==> src/hw/gfx_mapper_pkg.sv <==
// graphics ROM bank mapper shared widths, vector types, layer codes and game ids
`default_nettype none

package gfx_mapper_pkg;

    // board layout is four ROM banks with a 4-bit slice each
    localparam int unsigned BANK_N  = 4;
    localparam int unsigned FIELD_W = 4;

    // tile address bits 22:20
    typedef logic [2:0] layer_t;

    // high tile-code bits, address 19:10
    typedef logic [9:0] code_t;

    // one bit per ROM bank
    typedef logic [BANK_N-1:0] bank_t;

    typedef logic [FIELD_W-1:0] field_t;

    // four slices packed, bank 0 in the low nibble
    typedef logic [BANK_N*FIELD_W-1:0] cfg_t;

    typedef logic [5:0] game_t;

    // layer codes
    localparam layer_t LAYER_OBJ  = 3'd0;
    localparam layer_t LAYER_SCR1 = 3'd1;
    localparam layer_t LAYER_SCR2 = 3'd2;
    localparam layer_t LAYER_SCR3 = 3'd3;
    localparam layer_t LAYER_STAR = 3'd4;

    // game ids in board numbering
    // any id not listed here selects no bank
    localparam game_t GAME_CAPTCOMM = 6'd2;
    localparam game_t GAME_FORGOTTN = 6'd8;
    localparam game_t GAME_GHOULS   = 6'd10;
    localparam game_t GAME_MEGAMAN  = 6'd14;
    localparam game_t GAME_SF2      = 6'd25;
    localparam game_t GAME_STRIDER  = 6'd29;

endpackage

`default_nettype wire

==> src/hw/pal_eq_region.sv <==
// PAL bank equations for the games that decode mostly on the layer code
`default_nettype none
`timescale 1ns/1ps

module pal_eq_region (
    input  wire gfx_mapper_pkg::layer_t layer,
    input  wire gfx_mapper_pkg::code_t  code,
    output gfx_mapper_pkg::bank_t       ghouls_bank,
    output gfx_mapper_pkg::bank_t       forgottn_bank,
    output gfx_mapper_pkg::bank_t       strider_bank
);

    // PAL input pins
    wire i2 = layer[2];
    wire i3 = layer[1];
    wire i4 = layer[0];
    wire i5 = code[9];
    wire i6 = code[8];
    wire i8 = code[6];

    // strider splits on the odd scroll layers
    wire scr_odd = (layer == gfx_mapper_pkg::LAYER_SCR1) ||
                   (layer == gfx_mapper_pkg::LAYER_SCR3);

    // ghouls
    // bank 2 is OBJ upper half, bank 1 SCR3 lower half
    assign ghouls_bank = {
        1'b0,
        ~i2 & ~i3 & ~i4 & i8,
        ~i2 & i3 & i4 & ~i8,
        (~i2 & ~i3 & i4) |
        (~i2 & ~i4 & ~i8) |
        (~i2 & i3 & ~i4)
    };

    // forgottn
    // scroll 2 and star field share bank 1
    assign forgottn_bank = {
        2'b00,
        (~i2 & i3 & ~i4) |
        (i2 & ~i3 & ~i4),
        (~i2 & ~i3 & i4) |
        (~i2 & ~i3 & ~i5 & ~i6)
    };

    // strider
    assign strider_bank = {
        2'b00,
        scr_odd,
        ~scr_odd
    };

endmodule

`default_nettype wire

==> src/hw/pal_eq_code.sv <==
// PAL bank equations for the games that decode on the high tile-code bits
`default_nettype none
`timescale 1ns/1ps

module pal_eq_code (
    input  wire gfx_mapper_pkg::layer_t layer,
    input  wire gfx_mapper_pkg::code_t  code,
    output gfx_mapper_pkg::bank_t       captcomm_bank,
    output gfx_mapper_pkg::bank_t       megaman_bank,
    output gfx_mapper_pkg::bank_t       sf2_bank
);

    // PAL input pins
    wire i2 = layer[2];
    wire i3 = layer[1];
    wire i4 = layer[0];
    wire i5 = code[9];
    wire i6 = code[8];
    wire i7 = code[7];
    wire i8 = code[6];

    // sprites decode on layer OBJ alone
    wire obj = ~i2 & ~i3 & ~i4;

    // captcomm
    // bank 1 for code page 01 on any tile layer
    assign captcomm_bank = {
        2'b00,
        ~i2 & ~i5 & i6,
        ~i2 & ~i4 & ~i5 & ~i6
    };

    // megaman
    // code[9:8] picks the bank directly
    assign megaman_bank = {
        i5 & i6,
        i5 & ~i6,
        ~i5 & i6,
        ~i5 & ~i6
    };

    // sf2
    // sprites split across banks 0 and 1 on code[9]
    // bank 2 terms never decode layer OBJ
    assign sf2_bank = {
        1'b0,
        (~i2 & ~i3 & i4 & ~i5 & ~i6 & ~i7) |
        (i2 & i3 & ~i4 & ~i5 & ~i6 & i7) |
        (~i2 & i3 & ~i4 & ~i5 & i6 & ~i7 & ~i8) |
        (i2 & ~i3 & ~i4 & ~i5 & i6 & ~i7 & i8) |
        (i2 & ~i3 & ~i4 & ~i5 & i6 & i7),
        obj & i5,
        obj & ~i5
    };

endmodule

`default_nettype wire

==> src/hw/bank_latch.sv <==
// bank choice register, loads the current game's candidate while enable is high
`default_nettype none
`timescale 1ns/1ps

module bank_latch (
    input  wire                        clk,
    input  wire                        rst,
    input  wire                        enable,
    input  wire gfx_mapper_pkg::game_t game,
    input  wire gfx_mapper_pkg::bank_t captcomm_bank,
    input  wire gfx_mapper_pkg::bank_t forgottn_bank,
    input  wire gfx_mapper_pkg::bank_t ghouls_bank,
    input  wire gfx_mapper_pkg::bank_t megaman_bank,
    input  wire gfx_mapper_pkg::bank_t sf2_bank,
    input  wire gfx_mapper_pkg::bank_t strider_bank,
    output gfx_mapper_pkg::bank_t      bank
);

    // enable low holds the last decision
    always_ff @(posedge clk or posedge rst) begin
        if (rst) begin
            bank <= '0;
        end else if (enable) begin
            case (game)
                gfx_mapper_pkg::GAME_CAPTCOMM: begin
                    bank <= captcomm_bank;
                end
                gfx_mapper_pkg::GAME_FORGOTTN: begin
                    bank <= forgottn_bank;
                end
                gfx_mapper_pkg::GAME_GHOULS: begin
                    bank <= ghouls_bank;
                end
                gfx_mapper_pkg::GAME_MEGAMAN: begin
                    bank <= megaman_bank;
                end
                gfx_mapper_pkg::GAME_SF2: begin
                    bank <= sf2_bank;
                end
                gfx_mapper_pkg::GAME_STRIDER: begin
                    bank <= strider_bank;
                end
                // unsupported titles map nothing
                default: begin
                    bank <= '0;
                end
            endcase
        end
    end

    // bank stays known once out of reset
    a_bank_known: assert property (
        @(posedge clk) disable iff (rst)
        !$isunknown(bank)
    );

    // megaman and strider always land on exactly one bank
    a_onehot_games: assert property (
        @(posedge clk) disable iff (rst)
        enable && ((game == gfx_mapper_pkg::GAME_MEGAMAN) ||
                   (game == gfx_mapper_pkg::GAME_STRIDER))
        |=> $onehot(bank)
    );

endmodule

`default_nettype wire

==> src/hw/bank_window.sv <==
// bank window, picks offset and mask slices for the latched bank
`default_nettype none
`timescale 1ns/1ps

module bank_window (
    input  wire gfx_mapper_pkg::bank_t bank,
    input  wire gfx_mapper_pkg::cfg_t  bank_offset,
    input  wire gfx_mapper_pkg::cfg_t  bank_mask,
    output gfx_mapper_pkg::field_t     offset,
    output gfx_mapper_pkg::field_t     mask,
    output logic                       unmapped
);

    localparam int unsigned W = gfx_mapper_pkg::FIELD_W;

    // one-hot bank k selects nibble k
    // anything else passes the full mask with no offset
    always_comb begin
        offset = '0;
        mask   = '1;
        case (bank)
            4'b0001: begin
                offset = bank_offset[0*W +: W];
                mask   = bank_mask[0*W +: W];
            end
            4'b0010: begin
                offset = bank_offset[1*W +: W];
                mask   = bank_mask[1*W +: W];
            end
            4'b0100: begin
                offset = bank_offset[2*W +: W];
                mask   = bank_mask[2*W +: W];
            end
            4'b1000: begin
                offset = bank_offset[3*W +: W];
                mask   = bank_mask[3*W +: W];
            end
            default: begin
                offset = '0;
                mask   = '1;
            end
        endcase
    end

    // multi-bit banks count as mapped
    assign unmapped = (bank == '0);

endmodule

`default_nettype wire

==> src/hw/gfx_mapper_top.sv <==
// graphics ROM bank mapper top, PAL equations into the bank register and window
`default_nettype none
`timescale 1ns/1ps

module gfx_mapper_top (
    input  wire                         clk,
    input  wire                         rst,
    input  wire                         enable,
    input  wire gfx_mapper_pkg::game_t  game,
    input  wire gfx_mapper_pkg::cfg_t   bank_offset,
    input  wire gfx_mapper_pkg::cfg_t   bank_mask,
    input  wire gfx_mapper_pkg::layer_t layer,
    input  wire gfx_mapper_pkg::code_t  code,
    output wire gfx_mapper_pkg::field_t offset,
    output wire gfx_mapper_pkg::field_t mask,
    output wire                         unmapped
);

    // per-game candidates
    wire gfx_mapper_pkg::bank_t ghouls_bank;
    wire gfx_mapper_pkg::bank_t forgottn_bank;
    wire gfx_mapper_pkg::bank_t strider_bank;
    wire gfx_mapper_pkg::bank_t captcomm_bank;
    wire gfx_mapper_pkg::bank_t megaman_bank;
    wire gfx_mapper_pkg::bank_t sf2_bank;

    wire gfx_mapper_pkg::bank_t bank;

    pal_eq_region pal_eq_region_i (
        .layer         (layer),
        .code          (code),
        .ghouls_bank   (ghouls_bank),
        .forgottn_bank (forgottn_bank),
        .strider_bank  (strider_bank)
    );

    pal_eq_code pal_eq_code_i (
        .layer         (layer),
        .code          (code),
        .captcomm_bank (captcomm_bank),
        .megaman_bank  (megaman_bank),
        .sf2_bank      (sf2_bank)
    );

    // one cycle from sampled inputs to outputs
    bank_latch bank_latch_i (
        .clk           (clk),
        .rst           (rst),
        .enable        (enable),
        .game          (game),
        .captcomm_bank (captcomm_bank),
        .forgottn_bank (forgottn_bank),
        .ghouls_bank   (ghouls_bank),
        .megaman_bank  (megaman_bank),
        .sf2_bank      (sf2_bank),
        .strider_bank  (strider_bank),
        .bank          (bank)
    );

    bank_window bank_window_i (
        .bank        (bank),
        .bank_offset (bank_offset),
        .bank_mask   (bank_mask),
        .offset      (offset),
        .mask        (mask),
        .unmapped    (unmapped)
    );

endmodule

`default_nettype wire

==> config.mk <==
export PLATFORM = sky130hd
export DESIGN_NAME = gfx_mapper_top
export DESIGN_NICKNAME = d
export VERILOG_FILES = /design/src/hw/gfx_mapper_pkg.sv /design/src/hw/pal_eq_region.sv /design/src/hw/pal_eq_code.sv /design/src/hw/bank_latch.sv /design/src/hw/bank_window.sv /design/src/hw/gfx_mapper_top.sv
export SDC_FILE = /design/constraint.sdc
export NUM_CORES = 1
export LEC_CHECK = 0
export ABC_AREA = 1
export ABC_CLOCK_PERIOD_IN_PS = 1300
export BUFFER_PORTS_ARGS = -buffer_cell sky130_fd_sc_hd__buf_2
export CORE_MARGIN = 2
export CORE_UTILIZATION = 39
export CTS_CLUSTER_DIAMETER = 200
export DETAILED_ROUTE_END_ITERATION = 12
export PLACE_DENSITY = 0.85
export SLEW_MARGIN = 15
export SYNTH_ARGS = -nofsm -noshare
export SYNTH_HDL_FRONTEND = slang
export SYNTH_SLANG_ARGS = --single-unit
==> constraint.sdc <==
create_clock -name clk -period 1.3 [get_ports clk]
set_input_delay 0 -clock clk [delete_from_list [all_inputs] [get_ports clk]]
set_output_delay 0 -clock clk [all_outputs]
set_load 0.005 [all_outputs]
[Word-level counts from Yosys, hierarchy flattened]
Cells that the tools add are included.
Operators by class
  equality and inequality tests: 12
  muxes and demuxes: 3
  bitwise gates (word level): 57
  reductions and logical operators: 2
Operators by type and width (number)
  $and A1 B1 Y1: 41
  $pmux W4 S4: 2
  $pmux W4 S6: 1
  $eq A6 B4 Y1 const B: 3
  $eq A6 B5 Y1 const B: 2
  $not A1 Y1: 8
  $or A1 B1 Y1: 8
  $eq A6 B2 Y1 const B: 1
  $eq A4 B1 Y1 const B: 1
  $eq A4 B2 Y1 const B: 1
  $eq A4 B3 Y1 const B: 1
  $eq A4 B4 Y1 const B: 1
  $logic_not A4 Y1: 1
  $eq A3 B1 Y1 const B: 1
  $eq A3 B2 Y1 const B: 1
  $logic_or A1 B1 Y1: 1
Word-level totals
  register bits after elaboration: 4
  input bits: 54
  output and inout bits: 9
  word-level logic and storage cells: 75

[Depth between registers and ports, before layout]
Gate-level depths: netlist of run 1.
  word-level depth: 11
  mapped depth: 10
  depth with buffers taken out: 10

[Hierarchy]
A second synthesis of run 1 with hierarchy kept.
Second synthesis, totals
  cell total of the unflattened synthesis: 241
  area, all modules: 1199.9 um^2
By module, submodules not included
  bank_latch: times used 1, cells an instance 84, area an instance 488.0 um^2, sequential area each 100.1 um^2
  bank_window: times used 1, cells an instance 92, area an instance 402.9 um^2, sequential area each 0.0 um^2
  pal_eq_code: times used 1, cells an instance 38, area an instance 171.4 um^2, sequential area each 0.0 um^2
  pal_eq_region: times used 1, cells an instance 27, area an instance 137.6 um^2, sequential area each 0.0 um^2

[Worst setup path before layout of run 1]
OpenSTA, ideal clock, no wires.
  path kind: flip-flop to output port
  start: reg bank_latch_i.bank[2]
  end: out mask[3]
  data arrival time: 1020 ps
  required time: 1300 ps
  slack: 280 ps
  stages on the path, launching flop included: 6
  path buffers: 0
  path through: dfrtp_1 > nor2_4 > nand3_4 > o21ai_1 > a21oi_1 > nand3_1
Between the ends
  cells in the longest elaborated chain, start to end: 2
  elaborated cells between the ends (all ways): 5
  classes of those cells: eq/ne: 4; mux: 1
Ends and longest elaborated chain
  start: declaration: line bank_latch.sv:16  | output gfx_mapper_pkg::bank_t bank
  start signal: assignment: line bank_latch.sv:26  | bank <= captcomm_bank;
  start signal: assignment: line bank_latch.sv:29  | bank <= forgottn_bank;
  start signal: assignment: line bank_latch.sv:32  | bank <= ghouls_bank;
  $eq A4 B4 Y1 (tied with other cells): line bank_window.sv:21  | case (bank)
  $pmux W4 S4 *: line bank_window.sv:21
  end: declaration: line gfx_mapper_top.sv:15  | output wire gfx_mapper_pkg::field_t mask,
Mark *: on every way between the ends. The rest lies on a longest branch, timed or not.

[Worst setup path after layout of run 1]
  start: reg bank_latch_i.bank[3]
  end: out offset[1]
Between the ends
  cells in the longest elaborated chain, start to end: 2
  elaborated cells between the ends (all ways): 5
  classes of those cells: eq/ne: 4; mux: 1
Ends and longest elaborated chain
  $eq A4 B4 Y1 (tied with other cells): line bank_window.sv:21
  $pmux W4 S4 *: line bank_window.sv:21
  end: declaration: line gfx_mapper_top.sv:14  | output wire gfx_mapper_pkg::field_t offset,
Marks and branches as above.

==> metrics, run 1 <==
hold path cells 3; clock buffer depth 2; TritonCTS clock tree built; Via density approximately 4.8; final net count 283; H-tree depth 1; Slowest cell on crit path dfrtp_1; FF-to-FF setup slack 550 ps; Slew Viols, Final 0; worst slew pin tran 253 ps; Seq/Total Area, Yosys 12.4%; number of cells after detailed placement 244; number of DRC markers in iteration 0 17; end of the worst hold path bank_latch_i.bank[0]; PwrDens around 370 nW/um2; area used by multi-input combinational logic approximately 690 um2; met3 Use GR 6.13%; placement row count 16; worst-case hold slack 49.9 ps; MaxCap Viol Count 0; die height between 40 and 50 um; vias in the first global route 1079; Fill cells 193; HP Class input pin to flip-flop; Tcrit/Tclk final 111%; Overflow after GRT 0; LEAKAGE ~0.00072 uW; RR Startpoint bank_latch_i.bank[1]; Buf/Inv on CP 2; Post-Layout Cell Count roughly 250; min cycle time layout about 1400 ps; most frequent cells in the layout buf_2, nand2_1, nand3_1, inv_1, nor2_1; failing checks setup timing; Ys Warns 0; crit end category primary output; Root Buffer clkbuf_4; global route hottest layer met2; Yosys top cell area share 26.1%; VDD IR max around 0.00047 V; number of distinct library cells after synthesis 19; DRC 0; final hold vios 0; Die W slightly below 50 um; layout cell share with drive strength beyond 1 between 40% and 50%; crit path DAT 1440 ps; syn_area_per_cell 5.06 um2; Worst path max stage delay a little over 400 ps; die area 2440 um2; f_max roughly 700 MHz; vias approximately 1200; FF/Latch Area between 100 and 150 um2; Setup Skew 0 ps; final worst slack -137 ps; Area Overhead vs Synth 61.6%; DRT Wirelength around 2600 um; Largest Register bank_latch_i.bank; synth top area cells nand2_1, nand3_1, dfrtp_1; commonest non-fill, non-tap cell in the layout buf_2; Synthesized Nets approximately 210; Crit Path Category flip-flop to primary output; Pwr Total a little under 500 uW; Initial Utilization between 40% and 50%; CP Max Fanout 5; post-route design area 1300 um2; gpl congestion 0.867; Mapped Area between 800 and 900 um2; CTS sink cnt 4; first-pass GRT wire length 4340 um; Ant. Diodes 0; most area-hungry cell type in the Yosys netlist nand2_1; worst r2r path cells 2; wire per inst roughly 10 um; DPL Wire Length ~1900 um; max reg flops 4; Post-Syn Instances ~160; initial antenna violation count 0; Core Box Area between 1500 and 2000 um2; Final setup viols 8; Worst EP required approximately 1300 ps; Worst Hold Launch enable; registers with the most flip-flops bank_latch_i.bank x4; largest net degree at the start of global routing 10; gr usage total 21.8%; slew margin rel. between 80 and 90%; RSZ-0062 raised after global routing yes; critical path launch point type flip-flop; TritonRoute pass-1 iters 4; CTS clock-pin slew for the worst setup and hold paths 40 ps; antenna violation net count after detailed routing 0; status finished with violations; met2 usage between 30% and 40%; #FFs+latches synth 4; DP Area roughly 1100 um2; Inserted Clock Buffers 3; setup tns final -763 ps; FF-to-FF End bank_latch_i.bank[1]; CP top delay family flip-flops; IO Count between 60 and 70; GR Util met1 26.2%; IO Port Bufs 56; Clock Latency Late Sink between 200 and 250 ps; critical path cell sequence nor2_4 -> buf_4 -> nand3_4 -> o2111ai_2 -> buf_2
[metal layers]
layer	part of all wire, %	wire (um)
met3	7.5	199
met2	49	1300
met5	0	0
met4	1.1	29
met1	42	1120
[cell type report]
class / count / share of cell area, %
Timing Repair Buffer: 63 / 26.1
Sequential cell: 4 / 7.99
Inverter: 27 / 8.76
Clock buffer: 3 / 1.73
Multi-Input combinational cell: 130 / 52.8
Tap cell: 27 / 2.60
[synthesized netlist by cell type, drive strengths merged]
master   number
a21oi         5
and2          1
dfrtp         4
inv          27
nand2        57
nand3        26
nand4         3
nor2         23
nor3          1
nor4          1
o2111ai       4
o21ai         6
o22ai         1
[worst reg2reg max path: cells and delay by family, from the launching register on]
family / cells / cell delay, ps
AND/OR/NAND/NOR: 2 / 160
flip-flops: 1 / 480
[through the flow]
stage,setup slack (ps),util [%]
final,-137,66.3
after global routing,-206,66.3
after CTS,-87.1,62.6
after detailed placement,89.4,57.8
after global placement,150,57.8
after floorplan,280,-
[worst max path at each step]
stage                              start   endpoint  slack [ps]  depth (start not counted)
global placement    bank_latch_i.bank[1]  offset[3]         150                          6
global route        bank_latch_i.bank[3]  offset[1]        -210                          5
detailed placement  bank_latch_i.bank[1]  offset[1]          90                          6
floorplan           bank_latch_i.bank[2]    mask[3]         280                          5
CTS                 bank_latch_i.bank[1]    mask[1]         -90                          5
finish              bank_latch_i.bank[3]  offset[1]        -140                          5
[report_power, final]
group          switching, uW  leakage [uW]  total, uW  internal (uW)
combinational            109      0.000651        205           96.0
clock                   45.1     0.0000138        148            103
sequential              4.34     0.0000507        131            127
total                    158      0.000715        484            326
[logic make-up after synthesis]
kind of cell | Yosys count | synth area share (%)
flip-flops | 4 | 12.4
buffers and inverters | 27 | 12.6
AO/OA/AOI/OAI | 16 | 12.0
AND/OR/NAND/NOR | 112 | 63.0
[timing repair]
action                                 CTS  global route
pin swaps                               12             6
gates cloned                             1             1
resized for setup                       15            11
setup buffers                            2             2
setup endpoints to repair                8             8
endpoints found under the hold margin    4             0
hold buffers                             1             0
No activity file was read; power rests on OpenSTA's default activity.
==> run 2, diff against run 1 <==
--- a/config.mk
+++ b/config.mk
@@ -9,11 +9,12 @@
 export ABC_CLOCK_PERIOD_IN_PS = 1300
 export BUFFER_PORTS_ARGS = -buffer_cell sky130_fd_sc_hd__buf_2
 export CORE_MARGIN = 2
-export CORE_UTILIZATION = 39
+export CORE_UTILIZATION = 46
 export CTS_CLUSTER_DIAMETER = 200
 export DETAILED_ROUTE_END_ITERATION = 12
-export PLACE_DENSITY = 0.85
+export PLACE_DENSITY = 0.87
 export SLEW_MARGIN = 15
 export SYNTH_ARGS = -nofsm -noshare
 export SYNTH_HDL_FRONTEND = slang
+export SYNTH_HIERARCHICAL = 1
 export SYNTH_SLANG_ARGS = --single-unit
==> metrics, run 2 <==
Internal between 400 and 500 uW; CP Max Fanout 5; failing checks setup timing; max reg flops 4; first-pass GRT wire length between 4000 and 5000 um; DRT Wirelength roughly 3100 um; Largest Register bank_latch_i/bank; Tcrit/Tclk final 106%; f_max 725 MHz; FF-to-FF End bank_latch_i/bank[1]; LEAKAGE 0.000929 uW; Post-synth top flop dfrtp_1; IO Count 63; final net count ~360; synth cell count leaders nand2_1, nor2_1, nand3_1, inv_1, nor2_2; IO Port Bufs 56; number of distinct library cells after synthesis 22; DPL Wire Length 2510 um; final worst slack -79.6 ps; DRC 0; CTS sink cnt 4; TritonRoute pass-1 iters 4; number of DRC markers in iteration 0 28; Setup Skew 0 ps; Slew Viols, Final 0; most frequent cells in the layout nand2_1, buf_2, nor2_1, nand3_1, inv_1; Overflow after GRT 0; final hold vios 0; syn_area_per_cell ~5 um2; crit path DAT between 1000 and 1500 ps; Area Overhead vs Synth 29.9%; registers with the most flip-flops bank_latch_i/bank x4; Pwr Total around 740 uW; MaxCap Viol Count 0; Reg power frac 20.8%; post-route design area roughly 1600 um2; pre-CTS setup slack about 150 ps; RSZ-0062 raised after global routing yes; commonest non-fill, non-tap cell in the layout nand2_1; Psw 324 uW; TritonCTS clock tree built; H-tree depth 1; crit path to mask[2]; number of synthesized flops with an enable pin 0; FF-to-FF setup slack between 500 and 600 ps; Core Box Area about 2500 um2; die height roughly 55 um; clock buffer depth 2; die area a little over 3000 um2; Ys Warns 6; ys async rst share 100%; crit end category primary output; min cycle time layout between 1000 and 1500 ps; VDD IR max between 0.0002 and 0.0003 V; worst r2r path cells 2; RR Startpoint bank_latch_i/bank[1]; synth top area cells nand2_1, nor2_1, nand3_1; combinational share of power between 50 and 60%; #FFs+latches synth 4; Ant. Diodes 0; placement row count 18; Final Core Density a little over three fifths; Crit Path Category flip-flop to primary output; Seq/Total Area, Yosys roughly 8.3%; gpl congestion a little under 0.9; most area-hungry cell type in the Yosys netlist nand2_1; Inserted Clock Buffers 3; layout cell share with drive strength beyond 1 34.7%; PwrDens about 480 nW/um2; Die W roughly 55 um; wire per inst 9.39 um; Post-Syn Instances between 200 and 250; initial antenna violation count 0; most instantiated library cell after synthesis nand2_1; vias in the first global route 1216; critical path launch point type flip-flop; largest net degree at the start of global routing 11; vias between 1500 and 2000; Setup crit start bank_latch_i/bank[0]; Sw Share 43.6%; status finished with violations; CTS clock-pin slew for the worst setup and hold paths about 30 ps; worst-case hold slack roughly 110 ps; antenna violation net count after detailed routing 0; DP Area 1480 um2; Yosys top cell area share about a quarter; gr usage total 20.6%; Root Buffer clkbuf_4; Clock Latency Late Sink about 240 ps; Worst EP required around 1300 ps; Mapped Area ~1200 um2; Via density 4.82; HP Class input pin to flip-flop; Initial Utilization 48.4%; Final setup viols 8; clock share of power between 20% and 30%
[run 2: changes by cell type after synthesis, sizes merged, moves of 2 or more]
cell and change:
nand2 +24, clkinv +4, o2111ai -4, conb +2, nand3 +4, nand4 +7, o21ai -6, buf +9
inv +7, nor2 +34
[run 2: what timing repair did]
| action | 4_1_cts | 5_1_grt |
|---|---|---|
| resized for setup | 9 | 4 |
| hold buffers | 1 | 0 |
| endpoints found under the setup margin | 8 | 8 |
| hold endpoints to repair | 4 | 0 |
| pin swaps | 5 | 3 |
| setup buffers | 2 | 0 |
[run 2: metal layers]
metal	global-route usage (%)	share of wire [%]	up-vias
li1	-	-	849
met1	23.1	41	666
met2	39.7	48	71
met3	1.08	9.6	5
met4	8.54	1.5	0
met5	0	0	-
[run 2: kinds of logic after synthesis]
kind of cell | share of synthesized area [%]
other | 0.626
AOI/OAI and AO/OA | 3.02
buffers and inverters | 18.0
and+or+nand+nor | 70.0
DFF | 8.34
[run 2: area by class of cell]
class	instances	area [um2]
multi-input cells	195	936
fillers	250	918
repair buffers	60	313
inverters	38	145
flip-flops and latches	4	105
well taps	30	37.5
clock buffers	3	22.5
[run 2: how the worst min path moves through the flow]
stage,startpoint,endpoint,slack [ps],cells after the start
after floorplan,rst,bank_latch_i/bank[0],-230,1
final,enable,bank_latch_i/bank[2],110,3
after global routing,enable,bank_latch_i/bank[1],110,3
after detailed placement,rst,bank_latch_i/bank[3],-110,2
after CTS,enable,bank_latch_i/bank[2],110,3
after global placement,rst,bank_latch_i/bank[2],-120,2
[run 2: through the flow]
| stage | instances | TNS (ps) |
|---|---|---|
| after floorplan | 247 | 0 |
| after global placement | 324 | 0 |
| after global routing | 330 | -1240 |
| after detailed placement | 324 | 0 |
| after CTS | 330 | -373 |
| final | 330 | -454 |
[run 2: power by group through the flow]
stage,clock network [uW],registers (uW),logic (uW)
2_1_floorplan,0,150,253
6_report,154,154,433
4_1_cts,155,153,427
5_1_grt,173,157,491
3_5_place_dp,0,153,404
3_3_place_gp,0,152,394
[run 2: critical path: stages, from the launching register on]
cell and delay, ps:
dfrtp_2 440, nor2_4 150, inv_4 60, nor2_4 140, nor2_1 80, nand2_2 80
nand2_1 60, buf_2 120
